<file path="src/common/lc3Pkg.sv">
package lc3Pkg;

	// Machine word and register index
	typedef logic [15:0] wordT;
	typedef logic [2:0] regIdxT;

	// Opcodes in IR[15:12]
	// Values that are not listed here halt the core like PAUSE
	typedef enum logic [3:0] {
		opBr    = 4'b0000,
		opAdd   = 4'b0001,
		opLd    = 4'b0010,
		opSt    = 4'b0011,
		opAnd   = 4'b0101,
		opLdr   = 4'b0110,
		opStr   = 4'b0111,
		opNot   = 4'b1001,
		opJmp   = 4'b1100,
		opPause = 4'b1101,
		opLea   = 4'b1110
	} opcodeT;

	// Condition codes
	typedef struct packed {
		logic n;
		logic z;
		logic p;
	} ccT;

	// First instruction address after reset
	localparam wordT resetPc = 16'h3000;

endpackage

</file>
<file path="src/common/ctrlPkg.sv">
package ctrlPkg;

	import lc3Pkg::*;

	// Bus driver
	typedef enum logic [2:0] {
		busNone,
		busPc,
		busMdr,
		busAlu,
		busMarmux
	} busSrcT;

	typedef enum logic [1:0] {
		pcInc,
		pcBus,
		pcAdder
	} pcSelT;

	typedef enum logic {
		addr1Pc,
		addr1Base
	} addr1SelT;

	typedef enum logic [1:0] {
		addr2Zero,
		addr2Off6,
		addr2Off9,
		addr2Off11
	} addr2SelT;

	typedef enum logic [1:0] {
		aluAdd,
		aluAnd,
		aluNot,
		aluPass
	} aluOpT;

	// One control word per cycle from the controller
	typedef struct packed {
		logic ldMar;
		logic ldMdr;
		logic ldIr;
		logic ldBen;
		logic ldCc;
		logic ldReg;
		logic ldPc;
		logic ldLed;
		busSrcT gate;
		pcSelT pcSel;
		addr1SelT addr1Sel;
		addr2SelT addr2Sel;
		// 0 picks IR[11:9], 1 picks R7
		logic drSel;
		// 0 picks IR[11:9], 1 picks IR[8:6]
		logic sr1Sel;
		// Lets IR[5] pick imm5 over SR2
		logic sr2Imm;
		aluOpT aluOp;
		// MDR takes memory data when set, the bus when clear
		logic mioEn;
	} ctrlWordT;

	typedef struct packed {
		wordT addr;
		wordT wdata;
		logic we;
	} memReqT;

	typedef struct packed {
		wordT rdata;
	} memRspT;

endpackage

</file>
<file path="src/datapath/datapath.sv">
module datapath
	import lc3Pkg::*, ctrlPkg::*;
(
	input logic Clk,
	input logic arstN,
	input ctrlWordT ctrl,
	input wordT memRdata,
	output opcodeT opcode,
	output logic ben,
	output wordT mar,
	output wordT mdr,
	output logic [11:0] led
);

	wordT pc;
	wordT ir;
	ccT cc;
	wordT bus;
	wordT aluOut;
	wordT adderOut;
	wordT addr1;
	wordT addr2;
	wordT aluB;
	wordT pcNext;
	wordT sr1Data;
	wordT sr2Data;
	regIdxT drIdx;
	regIdxT sr1Idx;
	logic benNext;
	logic busLoad;

	assign opcode = opcodeT'(ir[15:12]);

	assign drIdx = ctrl.drSel ? 3'd7 : ir[11:9];
	assign sr1Idx = ctrl.sr1Sel ? ir[8:6] : ir[11:9];

	regFile regFile_i (
		.Clk(Clk),
		.arstN(arstN),
		.we(ctrl.ldReg),
		.dr(drIdx),
		.din(bus),
		.sr1(sr1Idx),
		.sr2(ir[2:0]),
		.sr1Data(sr1Data),
		.sr2Data(sr2Data)
	);

	// IR[5] selects the imm5 form of ADD and AND
	assign aluB = (ctrl.sr2Imm && ir[5]) ? {{11{ir[4]}}, ir[4:0]} : sr2Data;

	always_comb
	begin
		unique case (ctrl.aluOp)
			aluAdd: aluOut = sr1Data + aluB;
			aluAnd: aluOut = sr1Data & aluB;
			aluNot: aluOut = ~sr1Data;
			default: aluOut = sr1Data;
		endcase
	end

	// Address adder
	assign addr1 = (ctrl.addr1Sel == addr1Base) ? sr1Data : pc;

	always_comb
	begin
		unique case (ctrl.addr2Sel)
			addr2Off6: addr2 = {{10{ir[5]}}, ir[5:0]};
			addr2Off9: addr2 = {{7{ir[8]}}, ir[8:0]};
			addr2Off11: addr2 = {{5{ir[10]}}, ir[10:0]};
			default: addr2 = '0;
		endcase
	end

	assign adderOut = addr1 + addr2;

	always_comb
	begin
		unique case (ctrl.gate)
			busPc: bus = pc;
			busMdr: bus = mdr;
			busAlu: bus = aluOut;
			busMarmux: bus = adderOut;
			default: bus = '0;
		endcase
	end

	always_comb
	begin
		unique case (ctrl.pcSel)
			pcBus: pcNext = bus;
			pcAdder: pcNext = adderOut;
			default: pcNext = pc + 16'd1;
		endcase
	end

	// Branch enable from the nzp mask in IR[11:9]
	assign benNext = (ir[11] & cc.n) | (ir[10] & cc.z) | (ir[9] & cc.p);

	always_ff @(posedge Clk or negedge arstN)
	begin
		if (!arstN)
		begin
			pc <= resetPc;
			ir <= '0;
			cc <= '0;
			ben <= 1'b0;
			led <= '0;
		end
		else
		begin
			if (ctrl.ldPc)
				pc <= pcNext;
			if (ctrl.ldIr)
				ir <= bus;
			if (ctrl.ldCc)
			begin
				cc.n <= bus[15];
				cc.z <= (bus == '0);
				cc.p <= !bus[15] && (bus != '0);
			end
			if (ctrl.ldBen)
				ben <= benNext;
			if (ctrl.ldLed)
				led <= ir[11:0];
		end
	end

	always_ff @(posedge Clk)
	begin
		if (ctrl.ldMar)
			mar <= bus;
		if (ctrl.ldMdr)
			mdr <= ctrl.mioEn ? memRdata : bus;
	end

	// Any register that takes the bus needs a driver on it
	assign busLoad = ctrl.ldMar || ctrl.ldIr || ctrl.ldReg || ctrl.ldCc
		|| (ctrl.ldPc && ctrl.pcSel == pcBus) || (ctrl.ldMdr && !ctrl.mioEn);

	busDriven: assert property (@(posedge Clk) disable iff (!arstN)
		busLoad |-> ctrl.gate != busNone);

endmodule

</file>
<file path="src/datapath/regFile.sv">
module regFile
	import lc3Pkg::*;
(
	input logic Clk,
	input logic arstN,
	input logic we,
	input regIdxT dr,
	input wordT din,
	input regIdxT sr1,
	input regIdxT sr2,
	output wordT sr1Data,
	output wordT sr2Data
);

	wordT regs [8];

	always_ff @(posedge Clk or negedge arstN)
	begin
		if (!arstN)
		begin
			for (int i = 0; i < 8; i++)
				regs[i] <= '0;
		end
		else if (we)
		begin
			regs[dr] <= din;
		end
	end

	// Combinational read ports
	assign sr1Data = regs[sr1];
	assign sr2Data = regs[sr2];

endmodule

</file>
<file path="src/verilog/controlUnit.sv">
module controlUnit
	import lc3Pkg::*, ctrlPkg::*;
(
	input logic Clk,
	input logic arstN,
	input opcodeT opcode,
	input logic ben,
	output ctrlWordT ctrl,
	output logic memReqValid,
	output logic memWe,
	input logic memReqReady,
	input logic memRspValid,
	output logic halted
);

	typedef enum logic [3:0] {
		sFetch,
		sFetchReq,
		sFetchWait,
		sLoadIr,
		sDecode,
		sAlu,
		sLea,
		sBr,
		sJmp,
		sMemAddr,
		sLdReq,
		sLdWait,
		sLoadReg,
		sStMdr,
		sStReq,
		sHalt
	} stateT;

	stateT state;
	stateT stateNext;
	logic baseAddr;

	// LDR, STR and JMP address off the base register in IR[8:6]
	assign baseAddr = (opcode == opLdr) || (opcode == opStr) || (opcode == opJmp);

	always_ff @(posedge Clk or negedge arstN)
	begin
		if (!arstN)
			state <= sFetch;
		else
			state <= stateNext;
	end

	always_comb
	begin
		stateNext = state;
		ctrl = '0;
		unique case (state)
			sFetch:
			begin
				ctrl.gate = busPc;
				ctrl.ldMar = 1'b1;
				ctrl.ldPc = 1'b1;
				ctrl.pcSel = pcInc;
				stateNext = sFetchReq;
			end
			sFetchReq:
				if (memReqReady)
					stateNext = sFetchWait;
			sFetchWait:
			begin
				ctrl.mioEn = 1'b1;
				ctrl.ldMdr = memRspValid;
				if (memRspValid)
					stateNext = sLoadIr;
			end
			sLoadIr:
			begin
				ctrl.gate = busMdr;
				ctrl.ldIr = 1'b1;
				stateNext = sDecode;
			end
			sDecode:
			begin
				ctrl.ldBen = 1'b1;
				case (opcode)
					opAdd, opAnd, opNot: stateNext = sAlu;
					opLd, opLdr, opSt, opStr: stateNext = sMemAddr;
					opBr: stateNext = sBr;
					opJmp: stateNext = sJmp;
					opLea: stateNext = sLea;
					default: stateNext = sHalt;
				endcase
				// PAUSE and unknown opcodes latch the LED on the way to halt
				if (stateNext == sHalt)
					ctrl.ldLed = 1'b1;
			end
			sAlu:
			begin
				ctrl.gate = busAlu;
				ctrl.sr1Sel = 1'b1;
				ctrl.sr2Imm = 1'b1;
				ctrl.aluOp = (opcode == opAdd) ? aluAdd : (opcode == opAnd) ? aluAnd : aluNot;
				ctrl.ldReg = 1'b1;
				ctrl.ldCc = 1'b1;
				stateNext = sFetch;
			end
			sLea:
			begin
				ctrl.gate = busMarmux;
				ctrl.addr1Sel = addr1Pc;
				ctrl.addr2Sel = addr2Off9;
				ctrl.ldReg = 1'b1;
				ctrl.ldCc = 1'b1;
				stateNext = sFetch;
			end
			sBr:
			begin
				ctrl.addr1Sel = addr1Pc;
				ctrl.addr2Sel = addr2Off9;
				ctrl.pcSel = pcAdder;
				ctrl.ldPc = ben;
				stateNext = sFetch;
			end
			sJmp:
			begin
				ctrl.sr1Sel = 1'b1;
				ctrl.addr1Sel = addr1Base;
				ctrl.addr2Sel = addr2Zero;
				ctrl.pcSel = pcAdder;
				ctrl.ldPc = 1'b1;
				stateNext = sFetch;
			end
			sMemAddr:
			begin
				ctrl.gate = busMarmux;
				ctrl.sr1Sel = baseAddr;
				ctrl.addr1Sel = baseAddr ? addr1Base : addr1Pc;
				ctrl.addr2Sel = baseAddr ? addr2Off6 : addr2Off9;
				ctrl.ldMar = 1'b1;
				if (opcode == opLd || opcode == opLdr)
					stateNext = sLdReq;
				else
					stateNext = sStMdr;
			end
			sLdReq:
				if (memReqReady)
					stateNext = sLdWait;
			sLdWait:
			begin
				ctrl.mioEn = 1'b1;
				ctrl.ldMdr = memRspValid;
				if (memRspValid)
					stateNext = sLoadReg;
			end
			sLoadReg:
			begin
				ctrl.gate = busMdr;
				ctrl.ldReg = 1'b1;
				ctrl.ldCc = 1'b1;
				stateNext = sFetch;
			end
			sStMdr:
			begin
				// Source register in IR[11:9] passes through the ALU
				ctrl.gate = busAlu;
				ctrl.aluOp = aluPass;
				ctrl.ldMdr = 1'b1;
				stateNext = sStReq;
			end
			sStReq:
				if (memReqReady)
					stateNext = sFetch;
			default:
				stateNext = sHalt;
		endcase
	end

	assign memReqValid = (state == sFetchReq) || (state == sLdReq) || (state == sStReq);
	assign memWe = (state == sStReq);
	assign halted = (state == sHalt);

	reqHeld: assert property (@(posedge Clk) disable iff (!arstN)
		memReqValid && !memReqReady |=> memReqValid && $stable(memWe) && $stable(state));

	rspInWait: assert property (@(posedge Clk) disable iff (!arstN)
		memRspValid |-> state inside {sFetchWait, sLdWait});

endmodule

</file>
<file path="src/verilog/lc3Core.sv">
module lc3Core
	import lc3Pkg::*, ctrlPkg::*;
(
	input logic Clk,
	input logic arstN,
	output memReqT memReq,
	output logic memReqValid,
	input logic memReqReady,
	input memRspT memRsp,
	input logic memRspValid,
	output logic [11:0] led,
	output logic halted
);

	ctrlWordT ctrl;
	opcodeT opcode;
	logic ben;
	logic memWe;
	wordT mar;
	wordT mdr;

	controlUnit controlUnit_i (
		.Clk(Clk),
		.arstN(arstN),
		.opcode(opcode),
		.ben(ben),
		.ctrl(ctrl),
		.memReqValid(memReqValid),
		.memWe(memWe),
		.memReqReady(memReqReady),
		.memRspValid(memRspValid),
		.halted(halted)
	);

	datapath datapath_i (
		.Clk(Clk),
		.arstN(arstN),
		.ctrl(ctrl),
		.memRdata(memRsp.rdata),
		.opcode(opcode),
		.ben(ben),
		.mar(mar),
		.mdr(mdr),
		.led(led)
	);

	// Address from MAR, store data from MDR
	assign memReq = '{addr: mar, wdata: mdr, we: memWe};

endmodule
</file>
<file path="config.mk">
export PLATFORM = sky130hd
export DESIGN_NAME = lc3Core
export DESIGN_NICKNAME = d
export VERILOG_FILES = /design/src/common/lc3Pkg.sv /design/src/common/ctrlPkg.sv /design/src/datapath/datapath.sv /design/src/datapath/regFile.sv /design/src/verilog/controlUnit.sv /design/src/verilog/lc3Core.sv
export SDC_FILE = /design/constraint.sdc
export NUM_CORES = 1
export LEC_CHECK = 0
export ABC_AREA = 0
export BUFFER_PORTS_ARGS = -buffer_cell sky130_fd_sc_hd__buf_2
export CAP_MARGIN = 20
export CORE_ASPECT_RATIO = 0.6
export CORE_UTILIZATION = 64
export DETAILED_ROUTE_END_ITERATION = 6
export GPL_TIMING_DRIVEN = 0
export PLACE_DENSITY = 0.84
export SYNTH_ARGS = -nofsm -noshare
export SYNTH_HDL_FRONTEND = slang
export SYNTH_HIERARCHICAL = 1
export SYNTH_SLANG_ARGS = --single-unit
</file>
<file path="constraint.sdc">
create_clock -name Clk -period 16.3 [get_ports Clk]
set_clock_uncertainty 0.2 [all_clocks]
set_input_delay 0.815 -clock Clk [delete_from_list [all_inputs] [get_ports Clk]]
set_output_delay 0.815 -clock Clk [all_outputs]
set_load 0.01 [all_outputs]
</file>
==> metrics.md <==
| Metric | Value |
|---|---|
| Synth warnings | `6` |
| Total of max-cap violations | `0` |
| Skew-Pair Late Insertion Delay | `530 ps` |
| WP data required | `16,510 ps` |
| Post-route design area | `15,700 um^2` |
| Post-route DRC | `0` |
| Max Clk Rate | `roughly 0.12 GHz` |
| Post-synthesis mux area share | `30.1%` |
| Power Total | `roughly 3.2 mW` |
| RSZ-0062 raised after global routing | `false` |
| Port bufs | `66` |
| First-pass GRT wire length | `~65 mm` |
| Footprint of the multi-input gates | `approximately 8000 um^2` |
| Layout cells sized above 1 | `between 30% and 40%` |
| Post-CTS setup buffers | `0` |
| Critical Path End Type | `register` |
| Synth Area in Compound Gates | `12.6%` |
| Avg Cell Area, Syn | `12.0 um^2` |
| Crit path kind | `register to register` |
| CTS resizes | `0` |
| Clk root buf | `clkbuf_16` |
| WP data arrival | `slightly below 9000 ps` |
| Drt via density | `7.08` |
| ANT cells | `0` |
| Gate power share | `56.2%` |
| Setup_tns | `0 ps` |
| # hold bufs at CTS | `0` |
| Die H | `~120 um` |
| PnR worst setup slack | `about 7800 ps` |
| Num CTS Buffers | `22` |
| I/O pins | `67` |
| R2r startpoint | `datapath_i/ir[15]` |
| Unique masters post-synth | `a little under 90` |
| Adder-Cell Fraction of Synth Area | `approximately 3.6%` |
| DP Worst Slack | `8120 ps` |
| DP HPWL | `between 20 and 30 mm` |
| P_leak | `about 7.4 nW` |
| Die area | `around 23,000 um^2` |
| Die Wd | `between 150 and 200 um` |
| Gr usage total | `between 30% and 40%` |
| Hold Path Class | `primary input to async pin` |
| Reg2reg end | `datapath_i/cc[0]` |
| ANT nets after route | `0` |
| Final non-filler cell total | `1,578` |
| VDD IR max | `between 90 and 100 uV` |
| Status | `finished clean` |
| Largest family of logic cells by synthesized area | `multiplexers` |
| Register share of total power | `about 28%` |
| Starting Density | `around 66%` |
| Pin count of the biggest net entering global routing | `between 90 and 100` |
| Synthesis-to-layout area growth | `10.1%` |
| Initial DRC Count | `1,456` |
| Fillers | `roughly 1,400` |
| Setup violators final | `0` |
| Tmin final | `~8500 ps` |
| DRT Pass-1 Iters | `6` |
| Main flop type after synthesis | `dfrtp_1` |
| Worst-path clk slew | `approximately 60 ps` |
| Clk pwr share | `between 10% and 20%` |
| Layout net count | `roughly 1,300` |
| Max-slew headroom | `roughly 27%` |
| CP max FO | `13` |
| R2R setup slack | `about 7800 ps` |
| Clock Path Buffers | `3` |
| CP Launch Type | `register` |
| Core area | `between 20,000 and 25,000 um^2` |
| Post-Place Cell Area | `roughly 15,000 um^2` |
| Overflow after GRT | `0` |
| FFs w/ async S/R, synth | `84.9%` |
| Via Count | `11,173` |
| PD cells | `around 200 nW/um^2` |
| Post-synthesis simple-gate area fraction | `8.35%` |
| Worst Reg-to-Reg Cells | `22` |
| WL/cell | `between 20 and 30 um` |
| Hold Fails Final Rpt | `0` |
| Synth Instances | `between 1,000 and 1,500` |
| Internal | `between 1.5 and 2 mW` |
| Post-Syn Area | `14,200 um^2` |
| Max-slew violation count | `0` |
| Sw Ratio | `approximately 45%` |
| DP Cell Count | `roughly 1,500` |
| Row count | `41` |
| Slew @ Worst Pin | `about 1100 ps` |
| Clk sinks | `approximately 210` |
| Post-synth EDFFs | `32` |
| Synthesis-stage register bit count | `212` |
| XOR/XNOR Fraction of Synth Area | `under 10%` |
| CTS tree | `yes` |
| Crit share post-route | `between 50% and 60%` |
| Gpl congestion | `0.961` |
| WL final | `between 40 and 50 mm` |
| Reg area | `around 5500 um^2` |
| # H-tree levels | `1` |
| Sequential cell area fraction in the yosys report | `~38%` |
| Initial antenna violation count | `0` |
| Vias in the first global route | `around 11,000` |
| NetSw | `1.42 mW` |
[synthesized netlist by cell type, drive strengths merged, types with 7 or more instances]
master	instances	area, um^2
dfrtp	178	4450
nand3	18	90.1
a211oi	8	65.1
ha	36	450
o21ai	42	210
mux2	224	2530
inv	26	97.6
clkbuf	35	134
nor2b	17	114
edfxtp	32	961
or2	10	67.6
a21o	25	188
o22ai	13	81.3
nor2	48	180
a221oi	16	146
o211ai	7	57.6
xnor2	28	245
a22oi	15	113
buf	56	377
a221o	12	120
xor2	14	123
a21oi	59	295
mux2i	10	104
nand2b	9	56.3
nand2	60	225
mux4	64	1650
nor3	17	90.1
[power groups by stage]
stage / registers (mW) / logic [mW] / clock network (mW)
2_1_floorplan: 0.869 / 1.18 / 0
3_3_place_gp: 0.888 / 1.64 / 0
3_5_place_dp: 0.905 / 1.70 / 0
4_1_cts: 0.898 / 1.72 / 0.488
5_1_grt: 0.922 / 1.88 / 0.508
6_report: 0.905 / 1.78 / 0.483
[worst max path at each step]
stage                       from                  to  slack (ps)  cells past startpoint
3_5_place_dp   datapath_i/ir[15]  datapath_i/mdr[15]        8120                     21
5_1_grt        datapath_i/ir[15]    datapath_i/cc[0]        7630                     22
3_3_place_gp   datapath_i/ir[15]    datapath_i/cc[0]        7870                     21
4_1_cts        datapath_i/ir[15]  datapath_i/mdr[15]        8050                     21
2_1_floorplan  datapath_i/ir[15]    datapath_i/cc[0]        9640                     23
6_report       datapath_i/ir[15]    datapath_i/cc[0]        7810                     22
[kinds of logic after synthesis]
| group | Yosys count |
|---|---|
| xor+xnor | 42 |
| fa+ha+maj | 40 |
| simple gates | 223 |
| mux | 298 |
| flops | 212 |
| compound gates | 255 |
| other cells | 1 |
| buf+inv | 117 |
[final cells by class]
| type | count | share of cell area (%) |
|---|---|---|
| Multi-Input combinational cell | 860 | 52.1 |
| Sequential cell | 212 | 34.9 |
| Clock buffer | 30 | 3.91 |
| Buffer | 91 | 3.26 |
| Timing Repair Buffer | 70 | 2.52 |
| Tap cell | 279 | 2.23 |
| Inverter | 26 | 0.624 |
| Clock inverter | 10 | 0.376 |
[through the flow]
| stage | utilization [%] | hold slack [ps] |
|---|---|---|
| 2_1_floorplan | - | 265 |
| 3_3_place_gp | 69.7 | 280 |
| 3_5_place_dp | 70.0 | 291 |
| 4_1_cts | 73.1 | 137 |
| 5_1_grt | 73.2 | 180 |
| 6_report | 73.2 | 96.1 |
[metal layers]
metal | GRT usage, % | part of all wire [%] | vias to the layer above
met1 | 54.5 | 43 | 5617
met3 | 12.8 | 13 | 81
met5 | 0.871 | 0.053 | -
met2 | 52.5 | 42 | 675
li1 | - | - | 4798
met4 | 10.4 | 2.6 | 2
[sequential cells by signal (all words and copies together) (netlist names)]
| name | cells |
|---|---|
| datapath_i/led | 12 |
| datapath_i/ben | 1 |
| controlUnit_i/state | 4 |
| datapath_i/pc | 16 |
| datapath_i/mdr | 16 |
| datapath_i/regFile_i/regs | 128 |
| datapath_i/ir | 16 |
| datapath_i/cc | 3 |
| datapath_i/mar | 16 |
[critical path, stage by stage (launching register included)]
cell and delay [ps]:
dfrtp_1 350, buf_4 100, buf_2 190, nor3b_1 270, o21ai_0 190, and2_1 220, o32ai_1 560, mux2_2 380
buf_1 580, mux4_2 440, mux2_2 330, mux2_2 270, ha_1 220, fa_1 470, a21oi_1 220, o2111ai_1 250
a221o_1 420, maj3_1 410, a21oi_1 340, or4_1 180, nand3_1 650, or4_1 850, a31o_1 270
[cells in the final DEF, fill, tap and decap left out, types with 13 or more instances in the layout]
cell and count:
mux2_2 223, dfrtp_1 178, buf_2 84, nand2_1 60, a21oi_1 59, mux4_1 56, nor2_1 48, o21ai_0 40
clkbuf_1 39, ha_1 36, edfxtp_1 32, xnor2_1 28, a21o_1 25, inv_1 24, clkbuf_16 23, nand3_1 18
buf_4 17, nor2b_1 16, nor3_1 16, a22oi_1 15, a221oi_1 15, xor2_1 14, o22ai_1 13
No activity file was read; power rests on OpenSTA's default activity.
